$ cat src/common/ctrl_endp_defines.svh
// descriptor values and widths of the endpoint 0 control pipe, included by the package and rtl
`ifndef CTRL_ENDP_DEFINES_SVH
`define CTRL_ENDP_DEFINES_SVH

// idVendor and idProduct reported in the device descriptor
`define CE_VENDOR_ID 16'hfade
`define CE_PRODUCT_ID 16'h0c0d

// bMaxPacketSize0, full speed control pipe
`define CE_MAX_PACKET 8'd8

// standard device descriptor is the only table left
`define CE_DEV_DESCR_LEN 18

// byte counter width, large enough for the 18 byte descriptor
`define CE_BC_W 5

// usb device address
`define CE_ADDR_W 7

`endif

$ cat src/common/ctrl_endp_pkg.sv
// shared types of the endpoint 0 control pipe, imported by each rtl block and the testbench
`include "ctrl_endp_defines.svh"

package ctrl_endp_pkg;

   typedef enum logic [1:0] {
      DEV_POWERED    = 2'd0,
      DEV_DEFAULT    = 2'd1,
      DEV_ADDRESS    = 2'd2,
      DEV_CONFIGURED = 2'd3
   } dev_state_e;

   // control transfer stages
   typedef enum logic [1:0] {
      STG_IDLE  = 2'd0,
      STG_STALL = 2'd1,
      STG_SETUP = 2'd2,
      STG_DATA  = 2'd3
   } stage_e;

   typedef enum logic [2:0] {
      REQ_NONE              = 3'd0,
      REQ_GET_STATUS        = 3'd1,
      REQ_SET_ADDRESS       = 3'd2,
      REQ_GET_DESC_DEVICE   = 3'd3,
      REQ_GET_CONFIGURATION = 3'd4,
      REQ_SET_CONFIGURATION = 3'd5,
      REQ_UNSUPPORTED       = 3'd6
   } req_e;

   // bRequest codes, usb 2.0 table 9-4
   typedef enum logic [7:0] {
      STD_GET_STATUS        = 8'd0,
      STD_SET_ADDRESS       = 8'd5,
      STD_GET_DESCRIPTOR    = 8'd6,
      STD_GET_CONFIGURATION = 8'd8,
      STD_SET_CONFIGURATION = 8'd9
   } std_req_e;

   typedef struct packed {
      logic       setup;       // last checked pid was SETUP
      logic       in_data_ack; // ack received, with out_ready
      logic       out_valid;
      logic       out_err;
      logic       out_ready;   // one cycle strobe
      logic [7:0] out_data;
   } sie_rx_t;

   typedef struct packed {
      logic [7:0] data;
      logic       zlp;
      logic       valid;
   } in_tx_t;

   typedef struct packed {
      req_e                  req;
      logic                  in_dir;     // bmRequestType bit 7
      logic [`CE_ADDR_W-1:0] new_addr;
      logic                  configured; // SET_CONFIGURATION value 1
      logic [`CE_BC_W-1:0]   length;     // wLength, clamped
   } setup_req_t;

endpackage

$ cat src/rtl/ctrl_endp.sv
// endpoint 0 control pipe top level, connects the SIE strobes to the four control blocks
`include "ctrl_endp_defines.svh"

module ctrl_endp (
   input  logic                   clk_i,
   input  logic                   rstn_i,
   input  logic                   usb_reset_i,
   input  ctrl_endp_pkg::sie_rx_t rx_i,
   input  logic                   in_req_i,
   input  logic                   in_ready_i,
   output ctrl_endp_pkg::in_tx_t  tx_o,
   output logic [`CE_ADDR_W-1:0]  addr_o,
   output logic                   stall_o,
   output logic                   configured_o,
   output logic                   usb_en_o
);
   import ctrl_endp_pkg::*;

   setup_req_t          req;
   logic                setup_done;
   dev_state_e          dev_state;
   logic                commit;
   logic [`CE_BC_W-1:0] index;
   logic [7:0]          data;
   logic [`CE_BC_W-1:0] data_len;

   setup_decoder i_setup_decoder (
      .clk_i        (clk_i),
      .rstn_i       (rstn_i & ~usb_reset_i), // bus reset drops a half parsed setup
      .rx_i         (rx_i),
      .dev_state_i  (dev_state),
      .req_o        (req),
      .setup_done_o (setup_done)
   );

   device_state i_device_state (
      .clk_i        (clk_i),
      .rstn_i       (rstn_i),
      .rx_i         (rx_i),
      .usb_reset_i  (usb_reset_i),
      .commit_i     (commit),
      .req_i        (req),
      .dev_state_o  (dev_state),
      .addr_o       (addr_o),
      .usb_en_o     (usb_en_o),
      .configured_o (configured_o)
   );

   ctrl_stage_fsm i_ctrl_stage_fsm (
      .clk_i        (clk_i),
      .rstn_i       (rstn_i),
      .rx_i         (rx_i),
      .usb_reset_i  (usb_reset_i),
      .in_req_i     (in_req_i),
      .in_ready_i   (in_ready_i),
      .req_i        (req),
      .setup_done_i (setup_done),
      .data_i       (data),
      .data_len_i   (data_len),
      .tx_o         (tx_o),
      .index_o      (index),
      .commit_o     (commit),
      .stall_o      (stall_o)
   );

   in_data_source i_in_data_source (
      .req_i       (req),
      .dev_state_i (dev_state),
      .index_i     (index),
      .data_o      (data),
      .data_len_o  (data_len)
   );

endmodule

$ cat src/rtl/ctrl_stage_fsm.sv
// control transfer stage sequencer, drives stall, the IN reply strobes and the data byte index
`include "ctrl_endp_defines.svh"

module ctrl_stage_fsm (
   input  logic                      clk_i,
   input  logic                      rstn_i,
   input  ctrl_endp_pkg::sie_rx_t    rx_i,
   input  logic                      usb_reset_i,
   input  logic                      in_req_i,
   input  logic                      in_ready_i,
   input  ctrl_endp_pkg::setup_req_t req_i,
   input  logic                      setup_done_i,
   input  logic [7:0]                data_i,
   input  logic [`CE_BC_W-1:0]       data_len_i,
   output ctrl_endp_pkg::in_tx_t     tx_o,
   output logic [`CE_BC_W-1:0]       index_o,
   output logic                      commit_o,
   output logic                      stall_o
);
   import ctrl_endp_pkg::*;

   stage_e              stage_q, stage_d;
   logic [`CE_BC_W-1:0] cnt_q, cnt_d;
   logic                in_req_q;
   logic                rstn;      // por or bus reset
   logic                strobe;
   logic                ack;
   logic                last_byte;
   logic                tx_valid;
   logic                tx_zlp;

   assign rstn      = rstn_i & ~usb_reset_i;
   assign strobe    = rx_i.out_ready | in_ready_i;
   assign ack       = rx_i.out_ready & rx_i.in_data_ack;
   assign last_byte = (cnt_q == req_i.length) || (cnt_q == data_len_i);

   always_comb begin
      stage_d  = stage_q;
      cnt_d    = cnt_q;
      tx_valid = 1'b0;
      tx_zlp   = 1'b0;
      commit_o = 1'b0;
      if (rx_i.out_err) begin
         if (stage_q != STG_STALL)
            stage_d = STG_IDLE; // abort, a stalled pipe stays stalled
      end else if (rx_i.setup) begin
         stage_d = STG_SETUP;
         cnt_d   = '0;
      end else begin
         case (stage_q)
            STG_SETUP: begin
               if (!rx_i.out_valid) begin
                  if (!setup_done_i || req_i.req == REQ_UNSUPPORTED) begin
                     stage_d = STG_STALL;
                  end else if (req_i.in_dir) begin
                     stage_d = STG_DATA;
                  end else begin
                     // no-data request, status stage is a zlp
                     tx_valid = 1'b1;
                     tx_zlp   = 1'b1;
                     if (ack) begin
                        stage_d  = STG_IDLE;
                        commit_o = 1'b1;
                     end
                  end
               end
            end
            STG_DATA: begin
               if (rx_i.out_valid) begin
                  stage_d = STG_STALL; // host sent OUT data on a read
               end else if (last_byte) begin
                  if (in_req_q)
                     stage_d = STG_STALL;
                  else if (rx_i.out_ready && !rx_i.in_data_ack)
                     stage_d = STG_IDLE; // OUT status done
               end else begin
                  tx_valid = 1'b1;
                  if (in_req_q)
                     cnt_d = cnt_q + 1'b1;
               end
            end
            default: ; // idle and stall wait for setup
         endcase
      end
   end

   always_ff @(posedge clk_i or negedge rstn_i) begin
      if (!rstn_i)
         in_req_q <= 1'b0;
      else
         in_req_q <= in_req_i;
   end

   always_ff @(posedge clk_i or negedge rstn) begin
      if (!rstn) begin
         stage_q <= STG_IDLE;
         cnt_q   <= '0;
      end else if (strobe) begin
         stage_q <= stage_d;
         cnt_q   <= cnt_d;
      end
   end

   assign tx_o.data  = data_i;
   assign tx_o.valid = tx_valid & in_req_q;
   assign tx_o.zlp   = tx_zlp & in_req_q;
   assign index_o    = cnt_q;
   assign stall_o    = (stage_q == STG_STALL);

endmodule

$ cat src/rtl/device_state.sv
// usb device state and address register, updated by bus reset and by committed requests
`include "ctrl_endp_defines.svh"

module device_state (
   input  logic                      clk_i,
   input  logic                      rstn_i,
   input  ctrl_endp_pkg::sie_rx_t    rx_i,
   input  logic                      usb_reset_i,
   input  logic                      commit_i,
   input  ctrl_endp_pkg::setup_req_t req_i,
   output ctrl_endp_pkg::dev_state_e dev_state_o,
   output logic [`CE_ADDR_W-1:0]     addr_o,
   output logic                      usb_en_o,
   output logic                      configured_o
);
   import ctrl_endp_pkg::*;

   dev_state_e            dev_state_q;
   logic [`CE_ADDR_W-1:0] addr_q;
   logic                  usb_reset_q; // bus reset seen, not yet applied

   always_ff @(posedge clk_i or negedge rstn_i) begin
      if (!rstn_i) begin
         dev_state_q <= DEV_POWERED;
         addr_q      <= '0;
         usb_reset_q <= 1'b0;
      end else begin
         usb_reset_q <= usb_reset_q | usb_reset_i;
         if (rx_i.out_ready) begin
            if (usb_reset_q) begin
               usb_reset_q <= 1'b0;
               dev_state_q <= DEV_DEFAULT;
               addr_q      <= '0;
            end else if (commit_i) begin
               case (req_i.req)
                  REQ_SET_ADDRESS: begin
                     addr_q      <= req_i.new_addr;
                     dev_state_q <= (req_i.new_addr == '0) ? DEV_DEFAULT : DEV_ADDRESS;
                  end
                  REQ_SET_CONFIGURATION: begin
                     dev_state_q <= req_i.configured ? DEV_CONFIGURED : DEV_ADDRESS;
                  end
                  default: ;
               endcase
            end
         end
      end
   end

   assign dev_state_o  = dev_state_q;
   assign addr_o       = addr_q;
   assign configured_o = (dev_state_q == DEV_CONFIGURED);
   assign usb_en_o     = !(dev_state_q == DEV_POWERED && !usb_reset_q); // off until first reset

endmodule

$ cat src/rtl/in_data_source.sv
// reply bytes of the IN data stage, device descriptor table and status values
`include "ctrl_endp_defines.svh"

module in_data_source (
   input  ctrl_endp_pkg::setup_req_t req_i,
   input  ctrl_endp_pkg::dev_state_e dev_state_i,
   input  logic [`CE_BC_W-1:0]       index_i,
   output logic [7:0]                data_o,
   output logic [`CE_BC_W-1:0]       data_len_o
);
   import ctrl_endp_pkg::*;

   localparam logic [7:0] DEV_DESCR [0:`CE_DEV_DESCR_LEN-1] = '{
      8'(`CE_DEV_DESCR_LEN),    // bLength
      8'h01,                    // bDescriptorType, device
      8'h00, 8'h02,             // bcdUSB 2.00
      8'h02,                    // communications class
      8'h00, 8'h00,             // subclass and protocol at interface level
      `CE_MAX_PACKET,
      8'(`CE_VENDOR_ID),  8'(`CE_VENDOR_ID >> 8),
      8'(`CE_PRODUCT_ID), 8'(`CE_PRODUCT_ID >> 8),
      8'h00, 8'h01,             // bcdDevice 1.00
      8'h00, 8'h00, 8'h00,      // no strings
      8'h01                     // bNumConfigurations
   };

   always_comb begin
      data_o     = 8'd0;
      data_len_o = '0;
      case (req_i.req)
         REQ_GET_DESC_DEVICE: begin
            data_len_o = `CE_BC_W'(`CE_DEV_DESCR_LEN);
            if (index_i < `CE_BC_W'(`CE_DEV_DESCR_LEN))
               data_o = DEV_DESCR[index_i];
         end
         REQ_GET_CONFIGURATION: begin
            data_len_o = `CE_BC_W'(1);
            data_o     = {7'd0, dev_state_i == DEV_CONFIGURED};
         end
         REQ_GET_STATUS: data_len_o = `CE_BC_W'(2); // self power and wakeup both off
         default: ;
      endcase
   end

endmodule

$ cat src/rtl/setup_decoder.sv
// SETUP packet parser, counts the eight bytes and builds the checked request for the fsm
`include "ctrl_endp_defines.svh"

module setup_decoder (
   input  logic                      clk_i,
   input  logic                      rstn_i,
   input  ctrl_endp_pkg::sie_rx_t    rx_i,
   input  ctrl_endp_pkg::dev_state_e dev_state_i,
   output ctrl_endp_pkg::setup_req_t req_o,
   output logic                      setup_done_o
);
   import ctrl_endp_pkg::*;

   logic [3:0] byte_cnt_q;
   setup_req_t req_q;
   logic       not_default;
   logic       data_nz;

   assign not_default  = (dev_state_i != DEV_DEFAULT);
   assign data_nz      = |rx_i.out_data;
   assign setup_done_o = (byte_cnt_q == 4'd8);
   assign req_o        = req_q;

   always_ff @(posedge clk_i or negedge rstn_i) begin
      if (!rstn_i) begin
         byte_cnt_q <= '0;
         req_q      <= '0;
      end else if (rx_i.out_ready) begin
         if (rx_i.setup) begin
            byte_cnt_q <= '0; // new setup transaction
         end else if (rx_i.out_valid && !rx_i.out_err && !setup_done_o) begin
            byte_cnt_q <= byte_cnt_q + 4'd1;
            case (byte_cnt_q)
               4'd0: begin // bmRequestType
                  req_q.in_dir <= rx_i.out_data[7];
                  // standard type, device recipient only
                  req_q.req <= (|rx_i.out_data[6:0]) ? REQ_UNSUPPORTED : REQ_NONE;
               end
               4'd1: begin // bRequest
                  req_q.req <= REQ_UNSUPPORTED;
                  if (req_q.req == REQ_NONE) begin
                     case (rx_i.out_data)
                        STD_GET_STATUS: begin
                           if (req_q.in_dir && not_default)
                              req_q.req <= REQ_GET_STATUS;
                        end
                        STD_SET_ADDRESS: begin
                           if (!req_q.in_dir)
                              req_q.req <= REQ_SET_ADDRESS;
                        end
                        STD_GET_DESCRIPTOR: begin
                           if (req_q.in_dir)
                              req_q.req <= REQ_GET_DESC_DEVICE; // type checked in byte 3
                        end
                        STD_GET_CONFIGURATION: begin
                           if (req_q.in_dir && not_default)
                              req_q.req <= REQ_GET_CONFIGURATION;
                        end
                        STD_SET_CONFIGURATION: begin
                           if (!req_q.in_dir && not_default)
                              req_q.req <= REQ_SET_CONFIGURATION;
                        end
                        default: ;
                     endcase
                  end
               end
               4'd2: begin // wValue low
                  req_q.new_addr   <= rx_i.out_data[`CE_ADDR_W-1:0];
                  req_q.configured <= rx_i.out_data[0];
                  case (req_q.req)
                     REQ_SET_ADDRESS: if (rx_i.out_data[7]) req_q.req <= REQ_UNSUPPORTED;
                     REQ_SET_CONFIGURATION: begin
                        if (|rx_i.out_data[7:1])
                           req_q.req <= REQ_UNSUPPORTED; // only values 0 and 1
                     end
                     default: if (data_nz) req_q.req <= REQ_UNSUPPORTED;
                  endcase
               end
               4'd3: begin // wValue high
                  if (req_q.req == REQ_GET_DESC_DEVICE) begin
                     if (rx_i.out_data != 8'd1)
                        req_q.req <= REQ_UNSUPPORTED;
                  end else if (data_nz) begin
                     req_q.req <= REQ_UNSUPPORTED;
                  end
               end
               4'd4, 4'd5: if (data_nz) req_q.req <= REQ_UNSUPPORTED; // wIndex zero
               4'd6: begin // wLength low
                  req_q.length <= rx_i.out_data[`CE_BC_W-1:0];
                  case (req_q.req)
                     REQ_GET_DESC_DEVICE: if (|rx_i.out_data[7:`CE_BC_W]) req_q.length <= '1;
                     REQ_GET_STATUS: if (rx_i.out_data != 8'd2) req_q.req <= REQ_UNSUPPORTED;
                     REQ_GET_CONFIGURATION: begin
                        if (rx_i.out_data != 8'd1)
                           req_q.req <= REQ_UNSUPPORTED;
                     end
                     default: if (data_nz) req_q.req <= REQ_UNSUPPORTED;
                  endcase
               end
               4'd7: begin // wLength high
                  if (data_nz) begin
                     if (req_q.req == REQ_GET_DESC_DEVICE)
                        req_q.length <= '1; // clamp large reads
                     else
                        req_q.req <= REQ_UNSUPPORTED;
                  end
               end
               default: ;
            endcase
         end
      end
   end

endmodule

$ cat config.mk
export PLATFORM = sky130hd
export DESIGN_NAME = ctrl_endp
export DESIGN_NICKNAME = d
export VERILOG_FILES = /design/src/common/ctrl_endp_pkg.sv /design/src/rtl/ctrl_endp.sv /design/src/rtl/ctrl_stage_fsm.sv /design/src/rtl/device_state.sv /design/src/rtl/in_data_source.sv /design/src/rtl/setup_decoder.sv
export VERILOG_INCLUDE_DIRS = /design/src /design/src/common
export SDC_FILE = /design/constraint.sdc
export NUM_CORES = 1
export LEC_CHECK = 0
export BUFFER_PORTS_ARGS = -buffer_cell sky130_fd_sc_hd__buf_4
export CAP_MARGIN = 30
export CORE_MARGIN = 1.5
export CORE_UTILIZATION = 55
export DETAILED_ROUTE_END_ITERATION = 10
export GPL_TIMING_DRIVEN = 0
export PLACE_DENSITY = 0.84
export SLEW_MARGIN = 25
export SYNTH_ARGS = -nofsm -noshare
export SYNTH_HDL_FRONTEND = slang
export SYNTH_SLANG_ARGS = --single-unit
$ cat constraint.sdc
create_clock -name clk_i -period 3.4 [get_ports clk_i]
set_input_delay 0 -clock clk_i [delete_from_list [all_inputs] [get_ports clk_i]]
set_output_delay 0 -clock clk_i [all_outputs]
set_load 0.01 [all_outputs]
==> impl_metrics.json <==
{
  "status": "complete, no violations",
  "dpl.cell_count": 424,
  "htree_num_levels": 2,
  "cpPeakStageDelay_ns": 0.46,
  "r2r_slack_ns": 0.74,
  "synth-xor-area-share_pct": 3.73,
  "yosys_register_bits": 38,
  "synthMuxAreaShare_pct": 8.62,
  "grt_pass1_wl_mm": 11.9,
  "stdcell_count": 438,
  "grt_use_total_pct": 27.8,
  "cts_tree": "done",
  "drv_slew": 0,
  "finalCritPeriodShare_pct": 78.1,
  "clk_latency_ns": 0.30,
  "cts_buffer_depth": 2,
  "leakagePower_nw": 1.45,
  "io_buffers": 33,
  "num_rows": 25,
  "die_h_um": 74.5,
  "yosysWarnings": 0,
  "avgSynthCellArea_um2": 8.72,
  "crit_buf_inv": 2,
  "cts.repair.resized": 0,
  "crit_path_end_kind": "register",
  "synth_cell_types": 62,
  "die_area_um2": 5560,
  "grt_pass1_vias": 2588,
  "fin_util_pct": 70.1,
  "cts_made_buffers": 5,
  "antenna_cells": 0,
  "power_mw": 1.98,
  "r2r_cells": 9,
  "hold_viol_final": 0,
  "internal_power_mw": 1.25,
  "start_util_pct": 58.4,
  "hold_path_depth": 2,
  "cts_hold_buf": 6,
  "route.detailed.drc": 0,
  "cts.clk_slew.worst_paths_ns": 0.08,
  "place_area_um2": 3170,
  "r2r_end": "i_device_state.addr_o[6]",
  "pwr-share-seq_pct": 35.0,
  "vias_per_cell": 6.26,
  "min_period_ns": 2.66,
  "power_switching_mw": 0.737,
  "seq_area_frac_synth_pct": 33.8,
  "layout.nets": 398,
  "cp_cell_sequence": "inv_1, ha_1, nand3b_1, a211oi_1, nand4_1, nor2_1, o21a_1, buf_2, mux2_1",
  "syn_to_final_growth_pct": 20.0,
  "min_path_type": "in -> reg",
  "cts_setup_buffers": 0,
  "synthesis.area_um2": 2820,
  "antenna_found_initial": 0,
  "synth_top_family_by_area": "simple AND/OR/NAND/NOR gates",
  "required_ns": 3.58,
  "synth-async-reset-ratio_pct": 100,
  "pwr-share-clk_pct": 24.5,
  "r2r-start": "i_setup_decoder.byte_cnt_q[0]",
  "cts_sinks": 38,
  "combinationalPowerShare_pct": 40.6,
  "peakVddDrop_mv": 0.297,
  "grt_overflow": 0,
  "hpwl_mm": 5.25,
  "rsz0062_at_grt": "no",
  "min_to": "i_setup_decoder.req_o[10]",
  "syn_inst": 323,
  "finalWorstSetupSlack_ns": 0.743,
  "power_density_nw_per_um2": 587,
  "ant_nets": 0,
  "coreArea_um2": 4820,
  "fmax_ghz": 0.376,
  "drt_wl_total_mm": 7.32,
  "setup_viol": 0,
  "dr.pass1.iters": 5,
  "setup-tns-final_ns": 0,
  "post_drt_wl_per_cell_um": 16.7,
  "ys.flop_type": "dfrtp_1",
  "cp_top_family": "compound AO/OA/AOI/OAI gates",
  "drt_iter0_drc": 233,
  "stdcell_area_um2": 3380,
  "start_kind": "register",
  "die_x_um": 74.5,
  "synth_fa_ha_area_share_pct": 4.44,
  "worstMarginPinSlew_ns": 0.693,
  "slew_headroom_pct": 53.4,
  "cts-root-buf": "clkbuf_8",
  "yosys.area_share.simple_pct": 26.1,
  "path_class": "reg -> reg",
  "cp.arrival_ns": 2.83,
  "post_route_cells_drive_above_1_share_pct": 19.4,
  "io_pins": 38,
  "synth_compound_area_share_pct": 18.4,
  "worstHoldStart": "rx_i[4]",
  "dr_total_vias": 2743,
  "synth-edff-count": 0,
  "finalClockSkew_ns": 0.0101,
  "critPathMaxFanout": 7,
  "whs_ns": 0.00904,
  "dp_slack_ns": 0.855,
  "place.gp.congestion": 0.888,
  "max-cap-violations": 0,
  "critPathSlowestCell": "a211oi_1",
  "p_sw_share_pct": 37.2,
  "synth_fp_nets": 351,
  "grt_max_degree": 26
}
==> metal layers <==
metal | track usage, % | up-vias | part of all wire (%)
met4 | 10.3 | 0 | 2.2
li1 | - | 1270 | -
met2 | 46.4 | 138 | 47
met3 | 5.83 | 19 | 7.4
met1 | 35.7 | 1316 | 43
met5 | 0 | - | 0
==> synthesized netlist by cell type, types with 8 or more instances <==
cell type	instances	share of area, %
a21oi_1	12	2.1
buf_2	8	1.4
clkbuf_1	11	1.5
dfrtp_1	38	34
ha_1	10	4.4
inv_1	13	1.7
mux2_1	9	3.6
mux2_2	9	3.6
nand2_1	28	3.7
nand3_1	10	1.8
nor2_1	26	3.5
nor2b_1	15	3.3
nor3_1	11	2.0
o21ai_0	9	1.6
xnor2_1	9	2.8
==> power groups by stage <==
stage / clock network, mW / logic [mW] / registers [mW]
4_1_cts: 0.486 / 0.799 / 0.690
5_1_grt: 0.501 / 0.883 / 0.712
3_3_place_gp: 0 / 0.753 / 0.690
3_5_place_dp: 0 / 0.783 / 0.698
6_report: 0.485 / 0.805 / 0.694
2_1_floorplan: 0 / 0.561 / 0.670
==> placed cells by master (no fill, tap or decap), drive strengths merged, types with 6 or more instances in the layout <==
| cell type | Yosys | layout |
|---|---|---|
| a21oi | 12 | 12 |
| a31oi | 6 | 6 |
| buf | 9 | 43 |
| clkbuf | 11 | 17 |
| dfrtp | 38 | 38 |
| dlygate4sd3 | 0 | 6 |
| ha | 10 | 10 |
| inv | 13 | 13 |
| mux2 | 18 | 18 |
| nand2 | 28 | 28 |
| nand3 | 11 | 11 |
| nor2 | 26 | 26 |
| nor2b | 15 | 15 |
| nor3 | 13 | 13 |
| o21ai | 14 | 14 |
| o22ai | 7 | 7 |
| xnor2 | 9 | 9 |
==> cells by family after synthesis <==
kind of cell	count (synthesis)
xor+xnor	12
simple gates	133
compound gates	75
fa+ha+maj	10
flops	38
buf+inv	33
mux	22
==> flip-flops by register name, indices dropped and copies added (netlist names) <==
signal / count
i_ctrl_stage_fsm.stage_q: 2
i_setup_decoder.req_o: 16
i_device_state.addr_o: 7
i_ctrl_stage_fsm.in_req_q: 1
i_ctrl_stage_fsm.index_o: 5
i_device_state.usb_reset_q: 1
i_device_state.dev_state_o: 2
i_setup_decoder.byte_cnt_q: 4
==> area by class of cell <==
| type | count | area (um2) |
|---|---|---|
| tap | 67 | 83.8 |
| inverter | 13 | 48.8 |
| clock buffer | 6 | 82.6 |
| timing repair buffer | 40 | 328 |
| sequential | 38 | 951 |
| clock inverter | 2 | 60.1 |
| multi-input combinational | 252 | 1730 |
| fill | 408 | 1440 |
| buffer | 20 | 88.8 |
==> worst max path at each step <==
stage,startpoint,slack (ns),endpoint,cells after the start
after floorplan,i_setup_decoder.byte_cnt_q[0],1.25,i_device_state.addr_o[0],9
after global placement,i_setup_decoder.byte_cnt_q[0],0.92,i_device_state.addr_o[4],9
after detailed placement,i_setup_decoder.byte_cnt_q[0],0.85,i_device_state.addr_o[6],9
after CTS,i_setup_decoder.byte_cnt_q[0],0.80,i_device_state.addr_o[6],9
after global routing,i_setup_decoder.byte_cnt_q[0],0.61,i_device_state.addr_o[1],9
final,i_setup_decoder.byte_cnt_q[0],0.74,i_device_state.addr_o[6],9
No activity file was read; power rests on OpenSTA's default activity.
